[config.mk]
export PLATFORM = sky130hd
export DESIGN_NAME = fetch_unit
export DESIGN_NICKNAME = d
export VERILOG_FILES = /design/src/logic/mem_pkg.sv /design/src/logic/fetch_unit.sv
export SDC_FILE = /design/constraint.sdc
export NUM_CORES = 1
export LEC_CHECK = 0
export ABC_AREA = 1
export BUFFER_PORTS_ARGS = -buffer_cell sky130_fd_sc_hd__buf_2
export CORE_ASPECT_RATIO = 1.25
export CORE_MARGIN = 3
export CORE_UTILIZATION = 45
export DETAILED_ROUTE_END_ITERATION = 6
export MAX_ROUTING_LAYER = met4
export PLACE_DENSITY_LB_ADDON = 0.05
export RECOVER_POWER = 100
export SETUP_SLACK_MARGIN = 0.02
export SYNTH_ARGS = -nofsm -noshare
export SYNTH_HDL_FRONTEND = slang
export SYNTH_SLANG_ARGS = --single-unit
[constraint.sdc]
create_clock -name clk -period 4.2 [get_ports clk]
set_input_delay 0.63 -clock clk [delete_from_list [all_inputs] [get_ports clk]]
set_output_delay 0.63 -clock clk [all_outputs]
set_load 0.02 [all_outputs]
[src/logic/mem_pkg.sv]
`default_nettype none

package mem_pkg;

	//******************************
	// memory geometry
	//******************************

	// sram depth in 64-bit words
	localparam int mem_words = 256;
	// byte address bits that land inside the sram, 2 KiB
	localparam int mem_addr_bits = 11;

	// response codes, same encoding as axi
	localparam logic [1:0] resp_okay = 2'b00;
	localparam logic [1:0] resp_slverr = 2'b10;

	//******************************
	// bus channel payloads
	//******************************

	// read address, always one 64-bit beat
	typedef struct packed {
		logic [31:0] addr;
	} axi_ar_t;

	// write address
	typedef struct packed {
		logic [31:0] addr;
	} axi_aw_t;

	// write data with byte strobes
	typedef struct packed {
		logic [63:0] data;
		logic [7:0]  strb;
	} axi_w_t;

	// read response
	typedef struct packed {
		logic [63:0] data;
		logic [1:0]  resp;
	} axi_r_t;

	// write response
	typedef struct packed {
		logic [1:0] resp;
	} axi_b_t;

	//******************************
	// client requests
	//******************************

	typedef enum logic [1:0] {
		size_byte,
		size_half,
		size_word,
		size_dword
	} access_size_t;

	// one load or store from the memory stage
	typedef struct packed {
		logic [31:0]  addr;
		logic [63:0]  wdata;
		access_size_t size;
		logic         is_store;
		// sign extend loads when set
		logic         is_signed;
	} ls_req_t;

	typedef struct packed {
		logic [31:0] pc;
	} fetch_req_t;

endpackage

`default_nettype wire
[src/logic/fetch_unit.sv]
`timescale 1ns/1ns
`default_nettype none

module fetch_unit (
	input  wire                 clk,
	input  wire                 rst,
	input  wire                 fetch_start,
	input  mem_pkg::fetch_req_t fetch_req,
	input  wire                 ar_ready,
	input  mem_pkg::axi_r_t     r,
	input  wire                 r_valid,
	output mem_pkg::axi_ar_t    ar,
	output logic                ar_valid,
	output logic                r_ready,
	output logic                busy,
	output logic                fetch_done,
	output logic [31:0]         inst,
	output logic                fetch_err
);

	typedef enum logic [1:0] {
		st_idle,
		st_addr,
		st_resp
	} state_t;

	state_t state;
	// pc bit 2 picks the upper instruction of the double word
	logic upper_half;

	assign ar_valid = (state == st_addr);
	assign r_ready = (state == st_resp);
	assign busy = (state != st_idle);

	//******************************
	// control fsm
	//******************************
	always_ff @(posedge clk) begin
		if (rst) begin
			state <= st_idle;
			fetch_done <= 1'b0;
			fetch_err <= 1'b0;
		end else begin
			// done is a single cycle pulse
			fetch_done <= 1'b0;
			case (state)
				st_idle: begin
					if (fetch_start)
						state <= st_addr;
				end
				st_addr: begin
					if (ar_ready)
						state <= st_resp;
				end
				st_resp: begin
					if (r_valid) begin
						fetch_done <= 1'b1;
						fetch_err <= (r.resp != mem_pkg::resp_okay);
						state <= st_idle;
					end
				end
				default: state <= st_idle;
			endcase
		end
	end

	// request payload, captured on start
	always_ff @(posedge clk) begin
		if (fetch_start && !busy) begin
			// bus address rounded down to the double word
			ar.addr <= {fetch_req.pc[31:3], 3'b000};
			upper_half <= fetch_req.pc[2];
		end
	end

	// instruction out of the returned beat
	always_ff @(posedge clk) begin
		if (r_valid && r_ready)
			inst <= upper_half ? r.data[63:32] : r.data[31:0];
	end

	// no new fetch until the last one is done
	a_start_idle: assert property (@(posedge clk) disable iff (rst)
		fetch_start |-> !busy);

	// instructions sit on 4-byte boundaries
	a_pc_aligned: assert property (@(posedge clk) disable iff (rst)
		fetch_start |-> (fetch_req.pc[1:0] == 2'b00));

endmodule

`default_nettype wire

==> summary.md <==
| Metric | Value |
|---|---|
| Global route overflow | 0 |
| Reg2reg end | fetch_err |
| Worst EP required | 4460 ps |
| Die Height | approximately 90 microns |
| Hold Path Sink | fetch_err |
| Setup CP Type | input pin to flip-flop |
| Cell row count | 30 |
| Slew Viols, Final | 67 |
| Total Routing Usage GR | 16.2% |
| Fmax | 429 MHz |
| Max-Cap Viols | 2 |
| Initial antenna violation count | 0 |
| R2r startpoint | state[1] |
| PortBufs | 166 |
| Synth top cells by count | edfxtp_1, mux2_4, inv_1 |
| Worst-path maximum fanout | 33 |
| Setup bufs post-CTS | 0 |
| # hold bufs at CTS | 0 |
| Power Dens Cells | about 410 nW/um^2 |
| EDFF count, synth | between 60 and 70 |
| Crit path DAT | roughly 2600 ps |
| Startpoint Class | input pin |
| Clock Latency Late Sink | 320 ps |
| Leakage power | 1.39 nW |
| Placer congestion estimate | 0.754 |
| N_diodes | 0 |
| R2r setup slk | ~1900 ps |
| CTS tree | yes |
| Worst Hold Depth | 2 |
| Post-route ant nets | 0 |
| Cell with the most instances after synthesis | edfxtp_1 |
| Die area | 6740 sq um |
| Hold Startpoint | fetch_err |
| Cts bufs inserted | 9 |
| Post-synth top area share | 71.5% |
| Max VDD drop | 0.175 mV |
| Slew @ Worst Pin | about 1800 ps |
| Clock-pin slew of the registers on the worst-case setup and hold paths | about 70 ps |
| Root Buffer | clkbuf_8 |
| Slew HR | -20.4% |
| Share of cells above drive strength 1 | 38.1% |
| Initial drt markers | 71 |
| Global-route wire length before repair | 7.85 mm |
| HP Class | flip-flop to flip-flop |
| Die Wd | 74.0 microns |
| Async S/R FF share, synth | 0% |
| Final setup viols | 0 |
| Vias | between 1,500 and 2,000 |
| Area grow syn2layout | 31.8% |
| Outcome | finished with violations |
| Sink Count | 66 |
| Worst-case reg-to-reg path depth | 5 |
| Synth area leader | edfxtp_1 |
| Setup tns final | 0 ps |
| Failing checks | max-capacitance violations, max-slew violations |
| DRC Markers | 0 |
| Worst Setup End Kind | flip-flop |
| Unrepaired setup endpoints after global routing | no |
| Post-synthesis sequential area ratio | approximately 75% |
| Vias per cell | 4.54 |
| Initial core utilization | 47.2% |
| Post-Synthesis Cells | around 130 |
| Post-CTS resize count | 0 |
| H-tree Lvls | 3 |
| Core box area | approximately 5500 sq um |
| First-pass DRT Iterations | 4 |
| Min Tclk post-route | 2330 ps |
| I/O pin count | ~170 |
| Mean Syn Cell Area | slightly above 20 sq um |
| Clock Tree Buf Depth | 2 |
| Wire length per cell | 14.6 microns |
| Vias in the first global route | 1,669 |
| Layout Skew | 6.29 ps |
| Final Power | 1.39 mW |
| Synth warn | 0 |
| Largest cells by area after synthesis | edfxtp_1, mux2_4, dfxtp_1 |
| HPWL after DPL | 4.17 mm |
| Tcrit/Tclk final | 55.6% |
| Prevailing post-synth register cell | edfxtp_1 |
| Nets | 405 |
| Post-synthesis register bit count | 66 |
| Final wirelength | 5.43 mm |
| Smallest hold slack | 474 ps |
| Unique masters post-synth | 15 |
| Pin count of the biggest net entering global routing | 34 |
| Final Hold Viols | 0 |
| Synthesized cell area | between 2000 and 3000 sq um |
## power by group
part	switching (mW)	internal, mW
clock	0.220	0.272
combinational	0.0812	0.0618
sequential	0.00611	0.753
## flip-flops by register name, summed over array words and instances, names as in the netlist
| register | cells |
|---|---|
| upper_half | 1 |
| fetch_done | 1 |
| state | 2 |
| fetch_err | 1 |
| inst | 32 |
| ar | 29 |
## critical path: stages
cell and delay [ps]:
buf_2 90, nand3_1 110, inv_1 70, clkbuf_1 1210, o21ai_0 280, a21oi_1 200
## logic make-up (layout without fill, tap and decap cells)
family | Yosys count | in the layout | synth area share [%]
AO/OA/AOI/OAI | 4 | 4 | 0.817
buffers and inverters | 14 | 191 | 4.62
flip-flops | 66 | 66 | 74.6
multiplexers | 32 | 32 | 18.2
other | 1 | 3 | 0.144
AND/OR/NAND/NOR | 11 | 11 | 1.63
## metrics by stage
stage / instance area (sq um) / utilization, % / setup WS, ps / std cells
after global placement: 3440 / 62.4 / 2220 / 355
after CTS: 3630 / 65.8 / 2390 / 371
after global routing: 3430 / 62.2 / 1560 / 371
after floorplan: 2610 / - / 2400 / 130
after detailed placement: 3440 / 62.4 / 2190 / 355
final: 3430 / 62.2 / 1870 / 371
## worst max-delay path by stage
stage	startpoint	end	slack, ps	depth (start not counted)
after CTS	state[1]	ar[18]	2390	3
after floorplan	r_valid	fetch_err	2400	4
after detailed placement	fetch_start	ar[10]	2190	3
after global routing	state[0]	fetch_err	1560	6
after global placement	fetch_start	ar[10]	2220	3
final	r_valid	fetch_err	1870	6
## final cells by class
cell class | count | area (sq um)
multi-input cells | 50 | 439
inverters | 7 | 26.3
clock buffers | 11 | 131
repair buffers | 168 | 756
clock inverters | 5 | 55.1
fillers | 482 | 2090
well taps | 64 | 80.1
flip-flops and latches | 66 | 1940
## cell usage in the layout (no fill, tap or decap)
cell type,instances
clkinvlp_4,2
mux2_1,29
clkbuf_8,9
a21oi_1,2
buf_2,100
dfxtp_1,4
mux2_2,2
a31oi_1,1
clkinv_2,2
inv_1,7
conb_1,3
nand3_1,1
nor2_1,5
edfxtp_1,62
mux2_4,1
clkbuf_1,70
bufinv_16,1
o21ai_0,1
nand2_1,5
## per-layer routing
layer / vias to the layer above / global-route usage, % / wire (microns)
met4: 0 / 8.76 / 133
met2: 101 / 27.5 / 2730
met1: 755 / 16.8 / 1980
li1: 818 / - / -
met3: 12 / 3.99 / 582
met5: - / - / 0
No activity file was read; power rests on OpenSTA's default activity.
