<file path="config.mk">
export PLATFORM = sky130hd
export DESIGN_NAME = load_store_unit
export DESIGN_NICKNAME = d
export VERILOG_FILES = /design/src/logic/mem_pkg.sv /design/src/logic/load_store_unit.sv
export SDC_FILE = /design/constraint.sdc
export NUM_CORES = 1
export LEC_CHECK = 0
export ABC_AREA = 1
export BUFFER_PORTS_ARGS = -buffer_cell sky130_fd_sc_hd__buf_4
export CAP_MARGIN = 20
export CORE_ASPECT_RATIO = 2
export CORE_MARGIN = 5
export CORE_UTILIZATION = 30
export CTS_CLUSTER_SIZE = 12
export DETAILED_ROUTE_END_ITERATION = 7
export GPL_ROUTABILITY_DRIVEN = 0
export PLACE_DENSITY = 0.55
export SLEW_MARGIN = 10
export SYNTH_ARGS = -nofsm -noshare
export SYNTH_HDL_FRONTEND = slang
export SYNTH_SLANG_ARGS = --single-unit
export TNS_END_PERCENT = 5
</file>
<file path="constraint.sdc">
create_clock -name clk -period 4.5 [get_ports clk]
set_input_delay 0.675 -clock clk [delete_from_list [all_inputs] [get_ports clk]]
set_output_delay 0.675 -clock clk [all_outputs]
set_load 0.1 [all_outputs]
</file>
<file path="src/logic/mem_pkg.sv">
`default_nettype none

package mem_pkg;

	//******************************
	// memory geometry
	//******************************

	// sram depth in 64-bit words
	localparam int mem_words = 256;
	// byte address bits that land inside the sram, 2 KiB
	localparam int mem_addr_bits = 11;

	// response codes, same encoding as axi
	localparam logic [1:0] resp_okay = 2'b00;
	localparam logic [1:0] resp_slverr = 2'b10;

	//******************************
	// bus channel payloads
	//******************************

	// read address, always one 64-bit beat
	typedef struct packed {
		logic [31:0] addr;
	} axi_ar_t;

	// write address
	typedef struct packed {
		logic [31:0] addr;
	} axi_aw_t;

	// write data with byte strobes
	typedef struct packed {
		logic [63:0] data;
		logic [7:0]  strb;
	} axi_w_t;

	// read response
	typedef struct packed {
		logic [63:0] data;
		logic [1:0]  resp;
	} axi_r_t;

	// write response
	typedef struct packed {
		logic [1:0] resp;
	} axi_b_t;

	//******************************
	// client requests
	//******************************

	typedef enum logic [1:0] {
		size_byte,
		size_half,
		size_word,
		size_dword
	} access_size_t;

	// one load or store from the memory stage
	typedef struct packed {
		logic [31:0]  addr;
		logic [63:0]  wdata;
		access_size_t size;
		logic         is_store;
		// sign extend loads when set
		logic         is_signed;
	} ls_req_t;

	typedef struct packed {
		logic [31:0] pc;
	} fetch_req_t;

endpackage

`default_nettype wire
</file>
<file path="src/logic/load_store_unit.sv">
`timescale 1ns/1ns
`default_nettype none

module load_store_unit (
	input  wire               clk,
	input  wire               rst,
	input  wire               ls_start,
	input  mem_pkg::ls_req_t  ls_req,
	input  wire               ar_ready,
	input  mem_pkg::axi_r_t   r,
	input  wire               r_valid,
	input  wire               aw_ready,
	input  wire               w_ready,
	input  mem_pkg::axi_b_t   b,
	input  wire               b_valid,
	output mem_pkg::axi_ar_t  ar,
	output logic              ar_valid,
	output logic              r_ready,
	output mem_pkg::axi_aw_t  aw,
	output logic              aw_valid,
	output mem_pkg::axi_w_t   w,
	output logic              w_valid,
	output logic              b_ready,
	output logic              busy,
	output logic              ls_done,
	output logic [63:0]       load_data,
	output logic              ls_err
);

	typedef enum logic [2:0] {
		st_idle,
		st_rd_addr,
		st_rd_resp,
		st_wr_addr,
		st_wr_resp
	} state_t;

	state_t state;
	mem_pkg::ls_req_t req_q;
	// aw and w may be taken in different cycles
	logic aw_sent;
	logic w_sent;
	logic aw_fire;
	logic w_fire;
	logic [5:0] lane_shift;
	logic [7:0] size_strb;
	logic [63:0] lane_data;

	// sign or zero extend the low bytes of a lane
	function automatic logic [63:0] extend(logic [63:0] d, mem_pkg::access_size_t s,
		logic sgn);
		case (s)
			mem_pkg::size_byte: extend = {{56{sgn & d[7]}}, d[7:0]};
			mem_pkg::size_half: extend = {{48{sgn & d[15]}}, d[15:0]};
			mem_pkg::size_word: extend = {{32{sgn & d[31]}}, d[31:0]};
			default: extend = d;
		endcase
	endfunction

	// natural alignment per access size
	function automatic logic is_aligned(logic [2:0] a, mem_pkg::access_size_t s);
		case (s)
			mem_pkg::size_byte: is_aligned = 1'b1;
			mem_pkg::size_half: is_aligned = (a[0] == 1'b0);
			mem_pkg::size_word: is_aligned = (a[1:0] == 2'b00);
			default: is_aligned = (a == 3'b000);
		endcase
	endfunction

	//******************************
	// lane steering
	//******************************
	assign lane_shift = {req_q.addr[2:0], 3'b000};

	always_comb begin
		case (req_q.size)
			mem_pkg::size_byte: size_strb = 8'h01;
			mem_pkg::size_half: size_strb = 8'h03;
			mem_pkg::size_word: size_strb = 8'h0f;
			default: size_strb = 8'hff;
		endcase
	end

	// both channels address whole double words
	assign ar.addr = {req_q.addr[31:3], 3'b000};
	assign aw.addr = {req_q.addr[31:3], 3'b000};
	assign w.data = req_q.wdata << lane_shift;
	assign w.strb = size_strb << req_q.addr[2:0];
	// load lane back down to bit 0
	assign lane_data = r.data >> lane_shift;

	assign ar_valid = (state == st_rd_addr);
	assign aw_valid = (state == st_wr_addr) && !aw_sent;
	assign w_valid = (state == st_wr_addr) && !w_sent;
	assign r_ready = (state == st_rd_resp);
	assign b_ready = (state == st_wr_resp);
	assign busy = (state != st_idle);
	assign aw_fire = aw_valid && aw_ready;
	assign w_fire = w_valid && w_ready;

	//******************************
	// control fsm
	//******************************
	always_ff @(posedge clk) begin
		if (rst) begin
			state <= st_idle;
			aw_sent <= 1'b0;
			w_sent <= 1'b0;
			ls_done <= 1'b0;
			ls_err <= 1'b0;
		end else begin
			ls_done <= 1'b0;
			case (state)
				st_idle: begin
					aw_sent <= 1'b0;
					w_sent <= 1'b0;
					if (ls_start)
						state <= ls_req.is_store ? st_wr_addr : st_rd_addr;
				end
				st_rd_addr: begin
					if (ar_ready)
						state <= st_rd_resp;
				end
				st_rd_resp: begin
					if (r_valid) begin
						ls_done <= 1'b1;
						ls_err <= (r.resp != mem_pkg::resp_okay);
						state <= st_idle;
					end
				end
				st_wr_addr: begin
					if (aw_fire)
						aw_sent <= 1'b1;
					if (w_fire)
						w_sent <= 1'b1;
					// leave once both halves of the write are in
					if ((aw_sent || aw_fire) && (w_sent || w_fire))
						state <= st_wr_resp;
				end
				st_wr_resp: begin
					if (b_valid) begin
						ls_done <= 1'b1;
						ls_err <= (b.resp != mem_pkg::resp_okay);
						state <= st_idle;
					end
				end
				default: state <= st_idle;
			endcase
		end
	end

	// request and load result payloads
	always_ff @(posedge clk) begin
		if (ls_start && !busy)
			req_q <= ls_req;
		if (r_valid && r_ready)
			load_data <= extend(lane_data, req_q.size, req_q.is_signed);
	end

	// misaligned access is not handled anywhere downstream
	a_aligned: assert property (@(posedge clk) disable iff (rst)
		ls_start |-> is_aligned(ls_req.addr[2:0], ls_req.size));

endmodule

`default_nettype wire

</file>
==> metrics.md <==
| Metric | Value |
|---|---|
| Status | `finished, final reports clean` |
| Num Clock Sinks | `170` |
| Worst slew margin | `27.8%` |
| DRT antenna net count | `0` |
| Final setup TNS | `0 ns` |
| Setup Crit Path Kind | `flip-flop to primary output` |
| Sequential share of the synthesized area | `51.2%` |
| HP Start | `ls_req[99]` |
| Vias in the first global route | `8,946` |
| Drt total wl | `36,200 um` |
| Final #Nets | `1,588` |
| First-pass GRT wire length | `53,800 um` |
| DIE AREA | `36,700 um^2` |
| Final min period | `3.54 ns` |
| CTS tree | `done` |
| Clock Tree Buf Depth | `2` |
| WL/cell | `19.5 um` |
| Top cell type by total area after synthesis | `edfxtp_1` |
| Initial antenna violation count | `3` |
| F_max | `0.282 GHz` |
| Worst R2R End | `load_data[24]` |
| Yosys reg bits | `170` |
| Maximum vdd drop | `0.646 mV` |
| Proportion of synthesized area in mux cells | `2.34%` |
| Dpl hpwl | `28,000 um` |
| Final worst path period share | `78.8%` |
| Cell count after synthesis | `1,140` |
| WHS Path Cells | `1` |
| Worst EP arrival | `2.87 ns` |
| Share of cells above drive strength 1 | `31.3%` |
| Total CTS buffers | `17` |
| Power per cell area | `809 nW/um^2` |
| Max Slew Vio Count | `0` |
| H-tree depth | `4` |
| Worst-path clk slew | `0.08 ns` |
| Commonest non-fill, non-tap cells in the layout | `394 x buf_4, 312 x nand2_1, 163 x edfxtp_1, 134 x o21ai_0, 118 x nand3_1` |
| R2r startpoint | `lane_shift[4]` |
| XOR/XNOR Fraction of Synth Area | `0%` |
| Leakage power | `0.00584 uW` |
| Std-Cell Rows | `93` |
| Layout area overhead | `32.1%` |
| Commonest non-fill, non-tap cell in the layout | `buf_4` |
| Clk Latency, worst-skew pair | `0.45 ns` |
| Synth warn | `0` |
| Adder-cell area share of the yosys netlist | `0%` |
| CP endpoint | `w[70]` |
| Total chip power | `10,500 uW` |
| Syn_area_per_cell | `8.63 um^2` |
| CP peak stage delay | `0.58 ns` |
| Initial DRC count | `509` |
| # IOs | `384` |
| Hold_buf cts | `0` |
| Worst Setup SP | `lane_shift[3]` |
| Crit-path max FO | `33` |
| Crit. End Element | `primary output` |
| Largest family of logic cells by synthesized area | `simple AND/OR/NAND/NOR gates` |
| Initial Util | `30.4%` |
| Req. time, crit path | `3.83 ns` |
| Core area | `32,300 um^2` |
| Met1 wire length | `12,000 um` |
| Final hold viol count | `0` |
| Met2 wire length | `20,400 um` |
| RSZ-0062 raised after global routing | `false` |
| CP startpoint kind | `flip-flop` |
| GRT Total Usage | `19.0%` |
| Final hold slack | `0.394 ns` |
| Skew final | `0.0112 ns` |
| Via count | `8,993` |
| Final cell count without fillers | `1,853` |
| Max-cap violations | `0` |
| Total iterations of the first detailed-routing run | `6` |
| Uppermost routed layer | `met5` |
| R2r worst-path depth | `6` |
| CP cell instances | `buf_4 -> buf_4 -> mux2i_1 -> nand2_1 -> o21ai_0 -> o21ai_0 -> buf_4` |
| Yosys cell types | `30` |
| Chip Width | `138 um` |
| Post-synthesis simple-gate area fraction | `23.6%` |
| Synthesized area | `9840 um^2` |
| Min-delay worst type | `primary input to flip-flop` |
| Avg Vias per Cell | `4.85` |
| Register-to-register setup slack | `1.45 ns` |
| Post-CTS setup buffers | `0` |
| Worst path slowest cell | `edfxtp_1` |
| # DRC | `0` |
| Largest net degree at the start of global routing | `84` |
| Compound-gate portion of the synthesized area | `10.8%` |
| Yosys top cell area share | `49.8%` |
| Root buffer cell | `clkbuf_16` |
| Port buffer count | `377` |
| Gr ovfl total | `0` |
| Final setup violation count | `0` |
| Met3 wire len | `2120 um` |
| Placed Cells | `1,820` |
| Post-CTS sizing | `0` |
| Worst path most repeated cell | `buf_4` |
| Slew @ Worst Pin | `1.08 ns` |
| Die H | `266 um` |
| Synth top area cells | `edfxtp_1 50%, nand2_1 12%, o21ai_0 6.8%` |
cells by family (layout without fill, tap and decap cells):
kind of cell,after synthesis,in the layout
compound gates,193,193
mux,23,23
simple gates,542,542
other cells,1,8
buf+inv,211,490
flops,170,170
per-stage QoR:
| step | worst slack, ns | area [um^2] | utilization (%) |
|---|---|---|---|
| after floorplan | 0.544 | 9850 | - |
| after global placement | 1.47 | 12400 | 38.4 |
| after detailed placement | 1.43 | 12400 | 38.4 |
| after CTS | 0.922 | 13000 | 40.2 |
| after global routing | 0.760 | 13000 | 40.2 |
| final | 0.955 | 13000 | 40.2 |
final cells by class:
class | instances | area (um^2)
inverters | 65 | 249
diodes | 2 | 5.00
multi-input cells | 764 | 3650
clock buffers | 17 | 425
fillers | 3387 | 19400
flip-flops and latches | 170 | 5030
clock inverters | 14 | 143
well taps | 427 | 534
repair buffers | 394 | 2960
registers in the layout, summed over array words and instances, names as in the netlist:
name,cells
w_sent,1
lane_shift,3
req_q,67
load_data,64
state,3
ls_err,1
ar,29
aw_sent,1
ls_done,1
worst min path at each step:
stage | end
after global routing | req_q[36]
after global placement | aw_sent
final | ar[31]
after CTS | ar[16]
after floorplan | aw_sent
after detailed placement | ls_err
worst max-delay path, delay by kind of cell (launching register included):
family	cells	cell delay [ns]
simple gates	1	0.07
compound gates	2	0.39
buf+inv	3	1.17
flops	1	0.58
mux	1	0.16
synthesized netlist by cell type (all sizes together):
library cell and count:
nand2 314, dfxtp 7, a211oi 1, inv 65, nand3 120, o211ai 31, nand3b 1, conb 1
o21ai 137, edfxtp 163, o21bai 1, or2 5, buf 121, a21oi 15, nand4 33, clkbuf 25
mux2i 23, o22ai 8, nor2 66, nor3 3
per-layer routing:
layer,up-vias,global-route usage (%)
li1,4388,-
met4,2,9.73
met3,74,4.76
met1,4178,18.1
met2,351,37.0
met5,-,0
power by group:
part | total (uW) | internal (uW) | switching [uW] | leakage (uW)
Combinational | 6570 | 1250 | 5320 | 0.00398
Sequential | 2470 | 2280 | 189 | 0.00158
Clock | 1470 | 739 | 729 | 0.000276
(Power assumes the default switching activity.)
