## src/logic/mem_pkg.sv

```systemverilog
`default_nettype none

package mem_pkg;

	//******************************
	// memory geometry
	//******************************

	// sram depth in 64-bit words
	localparam int mem_words = 256;
	// byte address bits that land inside the sram, 2 KiB
	localparam int mem_addr_bits = 11;

	// response codes, same encoding as axi
	localparam logic [1:0] resp_okay = 2'b00;
	localparam logic [1:0] resp_slverr = 2'b10;

	//******************************
	// bus channel payloads
	//******************************

	// read address, always one 64-bit beat
	typedef struct packed {
		logic [31:0] addr;
	} axi_ar_t;

	// write address
	typedef struct packed {
		logic [31:0] addr;
	} axi_aw_t;

	// write data with byte strobes
	typedef struct packed {
		logic [63:0] data;
		logic [7:0]  strb;
	} axi_w_t;

	// read response
	typedef struct packed {
		logic [63:0] data;
		logic [1:0]  resp;
	} axi_r_t;

	// write response
	typedef struct packed {
		logic [1:0] resp;
	} axi_b_t;

	//******************************
	// client requests
	//******************************

	typedef enum logic [1:0] {
		size_byte,
		size_half,
		size_word,
		size_dword
	} access_size_t;

	// one load or store from the memory stage
	typedef struct packed {
		logic [31:0]  addr;
		logic [63:0]  wdata;
		access_size_t size;
		logic         is_store;
		// sign extend loads when set
		logic         is_signed;
	} ls_req_t;

	typedef struct packed {
		logic [31:0] pc;
	} fetch_req_t;

endpackage

`default_nettype wire
```

## src/logic/bus_arbiter.sv

```systemverilog
`timescale 1ns/1ns
`default_nettype none

module bus_arbiter (
	input  wire              clk,
	input  wire              rst,
	input  mem_pkg::axi_ar_t fetch_ar,
	input  wire              fetch_ar_valid,
	input  mem_pkg::axi_ar_t ls_ar,
	input  wire              ls_ar_valid,
	input  wire              fetch_r_ready,
	input  wire              ls_r_ready,
	input  wire              mem_ar_ready,
	input  mem_pkg::axi_r_t  mem_r,
	input  wire              mem_r_valid,
	output logic             fetch_ar_ready,
	output logic             ls_ar_ready,
	output mem_pkg::axi_ar_t mem_ar,
	output logic             mem_ar_valid,
	output mem_pkg::axi_r_t  fetch_r,
	output logic             fetch_r_valid,
	output mem_pkg::axi_r_t  ls_r,
	output logic             ls_r_valid,
	output logic             mem_r_ready
);

	typedef enum logic [1:0] {
		gnt_none,
		gnt_fetch,
		gnt_ls
	} grant_t;

	grant_t grant;
	logic idle;
	// load/store has fixed priority while idle
	logic pick_ls;
	logic ar_fire;
	logic r_fire;

	assign idle = (grant == gnt_none);
	assign pick_ls = ls_ar_valid;

	//******************************
	// address channel
	//******************************
	assign mem_ar = pick_ls ? ls_ar : fetch_ar;
	assign mem_ar_valid = idle && (ls_ar_valid || fetch_ar_valid);
	// loser sees ready low and keeps its valid up
	assign ls_ar_ready = idle && pick_ls && mem_ar_ready;
	assign fetch_ar_ready = idle && !pick_ls && mem_ar_ready;
	assign ar_fire = mem_ar_valid && mem_ar_ready;

	//******************************
	// read response channel
	//******************************
	// payload goes to both but valid only to the owner
	assign fetch_r = mem_r;
	assign ls_r = mem_r;
	assign fetch_r_valid = mem_r_valid && (grant == gnt_fetch);
	assign ls_r_valid = mem_r_valid && (grant == gnt_ls);

	always_comb begin
		case (grant)
			gnt_fetch: mem_r_ready = fetch_r_ready;
			gnt_ls: mem_r_ready = ls_r_ready;
			default: mem_r_ready = 1'b0;
		endcase
	end

	assign r_fire = mem_r_valid && mem_r_ready;

	// grant held from ar handshake to r handshake
	always_ff @(posedge clk) begin
		if (rst) begin
			grant <= gnt_none;
		end else if (idle) begin
			if (ar_fire)
				grant <= pick_ls ? gnt_ls : gnt_fetch;
		end else if (r_fire) begin
			grant <= gnt_none;
		end
	end

	// every memory response reaches exactly one client
	a_one_owner: assert property (@(posedge clk) disable iff (rst)
		mem_r_valid |-> $onehot({fetch_r_valid, ls_r_valid}));

endmodule

`default_nettype wire

```

## config.mk

```make
export PLATFORM = sky130hd
export DESIGN_NAME = bus_arbiter
export DESIGN_NICKNAME = d
export VERILOG_FILES = /design/src/logic/mem_pkg.sv /design/src/logic/bus_arbiter.sv
export SDC_FILE = /design/constraint.sdc
export NUM_CORES = 1
export LEC_CHECK = 0
export BUFFER_PORTS_ARGS = -buffer_cell sky130_fd_sc_hd__buf_4
export CAP_MARGIN = 15
export CORE_AREA = 2 2 121 123
export CTS_CLUSTER_SIZE = 10
export DETAILED_ROUTE_END_ITERATION = 8
export DIE_AREA = 0 0 123 125
export GPL_TIMING_DRIVEN = 0
export PLACE_DENSITY = 0.5
export REMOVE_ABC_BUFFERS = 1
export SLEW_MARGIN = 20
export SYNTH_ARGS = -nofsm -noshare
export SYNTH_HDL_FRONTEND = slang
export SYNTH_SLANG_ARGS = --single-unit
```

## constraint.sdc

```tcl
create_clock -name clk -period 1.47 [get_ports clk]
set_input_delay 0.147 -clock clk [delete_from_list [all_inputs] [get_ports clk]]
set_output_delay 0.147 -clock clk [all_outputs]
set_load 0.01 [all_outputs]
```

==> results.json, run 1 <==
{
  "grtUsageMet1_pct": 11.2,
  "fin_crit_sh_pct": 98.1,
  "cts_setup_buffers": 0,
  "synth.area.top_cells": "buf_4 (64%), mux2_2 (23%), dfxtp_1 (2.6%)",
  "status": "finished, final reports clean",
  "rsz0062_at_grt": "true",
  "ys_seq_area_share_pct": 2.57,
  "grt_usage_pct": 17.5,
  "nets": 309,
  "cts_tree": "done",
  "switchingPower_uw": 229,
  "clk_latency_ns": 0.22,
  "cts.sinks": 2,
  "crit_arrival_ns": 1.30,
  "syn_to_final_growth_pct": 7.30,
  "syn_area_per_cell_sq_um": 8.21,
  "grt_pass1_wl_um": 16700,
  "cts-root-buf": "clkbuf_16",
  "critPathMaxFanout": 5,
  "ant_nets": 0,
  "dr_total_vias": 1276,
  "cts_buffers": 3,
  "via_per_inst": 3.65,
  "met2_usage_pct": 24.6,
  "top_usage_layer": "met3",
  "r2r_cells": 5,
  "holdPathEnd": "grant[1]",
  "holdCritPathClass": "in2reg",
  "worstHoldStart": "rst",
  "tightest_slew_ns": 0.448,
  "place_congestion": 0.874,
  "grt_start_max_net_pins": 38,
  "fin_ws_ns": 0.0279,
  "comb_power_share_pct": 48.7,
  "rows": 44,
  "p_clk_share_pct": 44.8,
  "start_util_pct": 11.0,
  "syn_area_sq_mm": 0.00156,
  "yosysWarnings": 0,
  "met3_usage_pct": 27.9,
  "antenna_found_initial": 0,
  "cp-start-kind": "flip-flop",
  "r2r_setup_slack_ns": 0.13,
  "p_sw_share_pct": 24.8,
  "synthCells": 190,
  "crit_required_ns": 1.32,
  "largest_reg_flops": 2,
  "overflow": 0,
  "slew_viol_final": 0,
  "clockBufferDepth": 2,
  "fp.dieH_um": 125,
  "h-tree-depth": 1,
  "cts_hold_buf": 0,
  "p_leak_uw": 0.000762,
  "reg_top3": "grant: 2 flops",
  "synth_cell_types": 19,
  "worstSetupPathType": "reg2out",
  "cap_violations": 0,
  "firstDrtPassIters": 4,
  "setup_viol": 0,
  "synth.top_cell.area_share_pct": 63.5,
  "crit_path_end_kind": "primary output",
  "pin_count": 308,
  "wl_per_cell_um": 40.7,
  "r2r-end": "grant[0]",
  "die_w_um": 123,
  "min_period_ns": 1.44,
  "final.setup.tns_ns": 0,
  "max_slew_margin_pct": 70.1,
  "drt_iter0_markers": 57,
  "regMostFlops": "grant",
  "hpwl_um": 12400,
  "drive_gt1_share_pct": 88.0,
  "routed_wl_um": 14200,
  "finalHoldViolations": 0,
  "grt_pass1_vias": 1255,
  "seq_power_share_pct": 6.5,
  "hold-path-cell-count": 3,
  "ys_seq_elements": 2,
  "drc": 0,
  "fmax_mhz": 693,
  "clock_skew_ns": 0.00125,
  "die_area_sq_mm": 0.0154,
  "powerDensity_mw_per_mm2": 553,
  "portBuffers": 109,
  "intPower_uw": 696,
  "n_antenna_cell": 0,
  "ir_worst_vdd_uv": 253,
  "r2r-start": "grant[1]",
  "clk_pin_slew_worst_paths_ns": 0.03,
  "dp_slack_ns": 0.114,
  "fin_util_pct": 11.8,
  "synth_top_cell_by_area": "buf_4",
  "core_sq_mm": 0.0142
}
[what timing repair did]
item                                    in CTS  in global routing
resized for setup                            0                  2
endpoints found under the hold margin        0                  0
endpoints found under the setup margin       0                  4
[power by group through the flow]
stage	Combinational (uW)	Sequential, uW	Clock, uW
2_1_floorplan	155	60.6	0
4_1_cts	455	60.3	416
5_1_grt	490	60.8	427
6_report	451	60.3	414
3_3_place_gp	449	60.8	0
3_5_place_dp	453	60.9	0
[cells in the mapped netlist]
library cell,number
buf_2,3
o211ai_1,2
mux2_2,32
buf_6,1
inv_1,3
and2_1,2
nand2_1,1
o21ai_0,1
ha_1,3
o2bb2ai_1,1
nor2b_1,1
and3_1,1
buf_4,132
or4b_1,1
o21a_1,1
nor2_1,1
dfxtp_1,2
a22oi_1,1
nand3b_1,1
[cells by family (layout without fill, tap and decap cells)]
kind of cell    Yosys count  count (layout)  synth area share [%]
fa+ha+maj                 3               3                  2.41
flops                     2               2                  2.57
compound gates            6               6                  2.81
mux                      32              32                  23.1
buf+inv                 139             115                  65.9
simple gates              8               8                  3.21
[worst max-delay path, cell delays in order, from the launching register on]
cell and delay (ns):
dfxtp_1 0.30, inv_1 0.10, ha_2 0.23, nand2_1 0.08
nor2_1 0.19, buf_4 0.17
[area by class of cell]
class / instances / area [sq um]
fill: 1651 / 12500
sequential: 2 / 40.0
clock buffer: 3 / 75.1
inverter: 3 / 11.3
multi-input combinational: 49 / 499
tap: 184 / 230
timing repair buffer: 109 / 818
[per-stage QoR]
stage | instances | total power [uW] | hold slack (ns) | instance area (sq um)
CTS | 350 | 932 | 0.221 | 1670
global placement | 347 | 510 | 0.295 | 1590
detailed placement | 347 | 514 | 0.295 | 1590
global route | 350 | 978 | 0.264 | 1670
finish | 350 | 925 | 0.220 | 1670
floorplan | 54 | 216 | 0.294 | 543
[how the worst max path moves through the flow]
stage                          end      from
finish              fetch_ar_ready  grant[1]
global placement          grant[0]  grant[0]
detailed placement        grant[0]  grant[1]
global route        fetch_ar_ready  grant[1]
floorplan                 grant[0]  grant[0]
CTS                    mem_r_ready  grant[0]
[cells in the final DEF, fill, tap and decap left out, types with 2 or more instances in the layout]
cell type  netlist  final
mux2_2          32     32
buf_4          132    109
ha_1             3      2
o211ai_1         2      2
clkbuf_16        0      3
inv_1            3      3
dfxtp_1          2      2
and2_1           2      2
[layer usage]
metal  vias up  share of wire, %
li1        432                 -
met3        26                35
met2       290                40
met5         -              0.65
met1       524                21
met4         4               3.5
Note: power is estimated with default switching activity, not from simulation.
==> run 2, diff against run 1 <==
- SETUP_SLACK_MARGIN: not set -> 0.2
==> results.json, run 2 (synthesis gave the netlist of run 1 again) <==
{
  "hold-path-cell-count": 3,
  "cp_slowest_cell": "dfxtp_4",
  "p_sw_share_pct": 25.5,
  "dr_total_vias": 1293,
  "grt_usage_pct": 17.6,
  "cts.sinks": 2,
  "clock_skew_ns": 0.000955,
  "r2r-start": "grant[1]",
  "crit_path_end_kind": "primary output",
  "layout_commonest_cell": "buf_4",
  "firstDrtPassIters": 4,
  "drt_iter0_markers": 77,
  "p_leak_uw": 0.000798,
  "cap_violations": 0,
  "grt_pass1_wl_um": 16900,
  "clk_latency_ns": 0.22,
  "final_cell_mix": "buf_4 (110), mux2_2 (32), buf_6 (4), ha_4 (3), clkbuf_16 (3)",
  "grt_pass1_vias": 1291,
  "slowest_delay_ns": 0.37,
  "cts_buffers": 3,
  "crit_arrival_ns": 1.19,
  "intPower_uw": 724,
  "ant_nets": 0,
  "start_util_pct": 11.0,
  "hpwl_um": 12400,
  "overflow": 0,
  "die_area_sq_mm": 0.0154,
  "switchingPower_uw": 248,
  "finalHoldViolations": 0,
  "place_congestion": 0.874,
  "h-tree-depth": 1,
  "r2r_setup_slack_ns": 0.18,
  "core_sq_mm": 0.0142,
  "p_clk_share_pct": 42.6,
  "crit_required_ns": 1.32,
  "clk_pin_slew_worst_paths_ns": 0.03,
  "status": "finished, final reports clean",
  "ir_worst_vdd_uv": 259,
  "rows": 44,
  "min_period_ns": 1.34,
  "via_per_inst": 3.64,
  "pin_count": 308,
  "nets": 314,
  "reg_top3": "grant: 2 flops",
  "cts-root-buf": "clkbuf_16",
  "worstHoldStart": "rst",
  "fmax_mhz": 746,
  "largest_reg_flops": 2,
  "drc": 0,
  "powerDensity_mw_per_mm2": 541,
  "slew_viol_final": 0,
  "comb_power_share_pct": 50.8,
  "nFillCells": 1647,
  "fp.dieH_um": 125,
  "setup_viol": 0,
  "r2r_cells": 5,
  "holdPathEnd": "grant[1]",
  "worstSetupPathType": "reg2out",
  "path_cells": "inv_6, ha_4, a22oi_2, nor2b_1, buf_4",
  "cts_tree": "done",
  "r2r-end": "grant[0]",
  "critPathMaxFanout": 3,
  "syn_to_final_growth_pct": 15.2,
  "holdCritPathClass": "in2reg",
  "final.setup.tns_ns": 0,
  "regMostFlops": "grant",
  "cp-start-kind": "flip-flop",
  "portBuffers": 109,
  "rsz0062_at_grt": "true",
  "grt_start_max_net_pins": 38,
  "n_antenna_cell": 0,
  "antenna_found_initial": 0,
  "routed_wl_um": 14400,
  "clockBufferDepth": 2,
  "max_slew_margin_pct": 77.1,
  "tightest_slew_ns": 0.343,
  "fin_util_pct": 12.6,
  "drive_gt1_share_pct": 93.6,
  "fin_crit_sh_pct": 91.2,
  "die_w_um": 123,
  "seq_power_share_pct": 6.6,
  "wl_per_cell_um": 40.4,
  "cts_hold_buf": 0
}
[run 2: cell types whose count changed in the layout (fill, tap and decap cells not counted), moves of 2 or more]
cell | before | now
ha_4 | 0 | 3
ha_1 | 2 | 0
dfxtp_4 | 0 | 2
dfxtp_1 | 2 | 0
inv_1 | 3 | 1
buf_6 | 0 | 4
[run 2: power groups by stage]
stage	clock network (uW)	logic, uW	registers [uW]
after floorplan	0	155	60.6
after global routing	427	534	64.2
after CTS	416	490	63.3
after detailed placement	0	453	60.9
final	414	494	63.9
after global placement	0	449	60.8
[run 2: layout make-up]
class	instances	area, sq um	share of cell area, %
clock buffer	3	75.1	4.18
inverter	3	18.8	1.04
multi-input combinational	49	554	30.8
sequential	2	47.5	2.65
tap	184	230	12.8
timing repair buffer	114	871	48.5
[run 2: layer usage]
layer	up-vias	GRT usage [%]	wire, um
met5	-	5.26	106
met4	4	6.89	632
met3	23	27.8	4920
met2	281	24.4	5650
met1	542	11.2	3050
li1	443	-	-
[run 2: what timing repair did]
item | 4_1_cts | 5_1_grt
pin swaps | 4 | 4
buffers inserted | 3 | 2
gates cloned | 0 | 0
gates resized for setup | 22 | 4
setup endpoints to repair | 5 | 38
[run 2: worst max path at each step]
| stage | start | end | slack, ns |
|---|---|---|---|
| after floorplan | grant[0] | grant[0] | 0.26 |
| after global placement | grant[0] | grant[0] | 0.15 |
| after detailed placement | grant[1] | grant[0] | 0.11 |
| after CTS | grant[0] | mem_r_ready | 0.15 |
| after global routing | grant[0] | mem_r_ready | 0.09 |
| final | grant[0] | mem_r_ready | 0.13 |
[run 2: through the flow]
step	setup WS [ns]	cells	hold slack, ns	total power [uW]	area (sq um)
2_1_floorplan	0.257	54	0.294	216	543
3_3_place_gp	0.147	347	0.295	510	1590
3_5_place_dp	0.114	347	0.295	514	1590
4_1_cts	0.154	353	0.208	969	1770
5_1_grt	0.0934	355	0.234	1020	1800
6_report	0.130	355	0.208	972	1800
[run 2: worst max-delay path, delay by kind of cell (launching register included)]
family	cells	cell delay, ns
adder cells (fa/ha/maj)	1	0.15
flip-flops	1	0.37
buffers and inverters	2	0.19
AND/OR/NAND/NOR	1	0.07
AO/OA/AOI/OAI	1	0.18
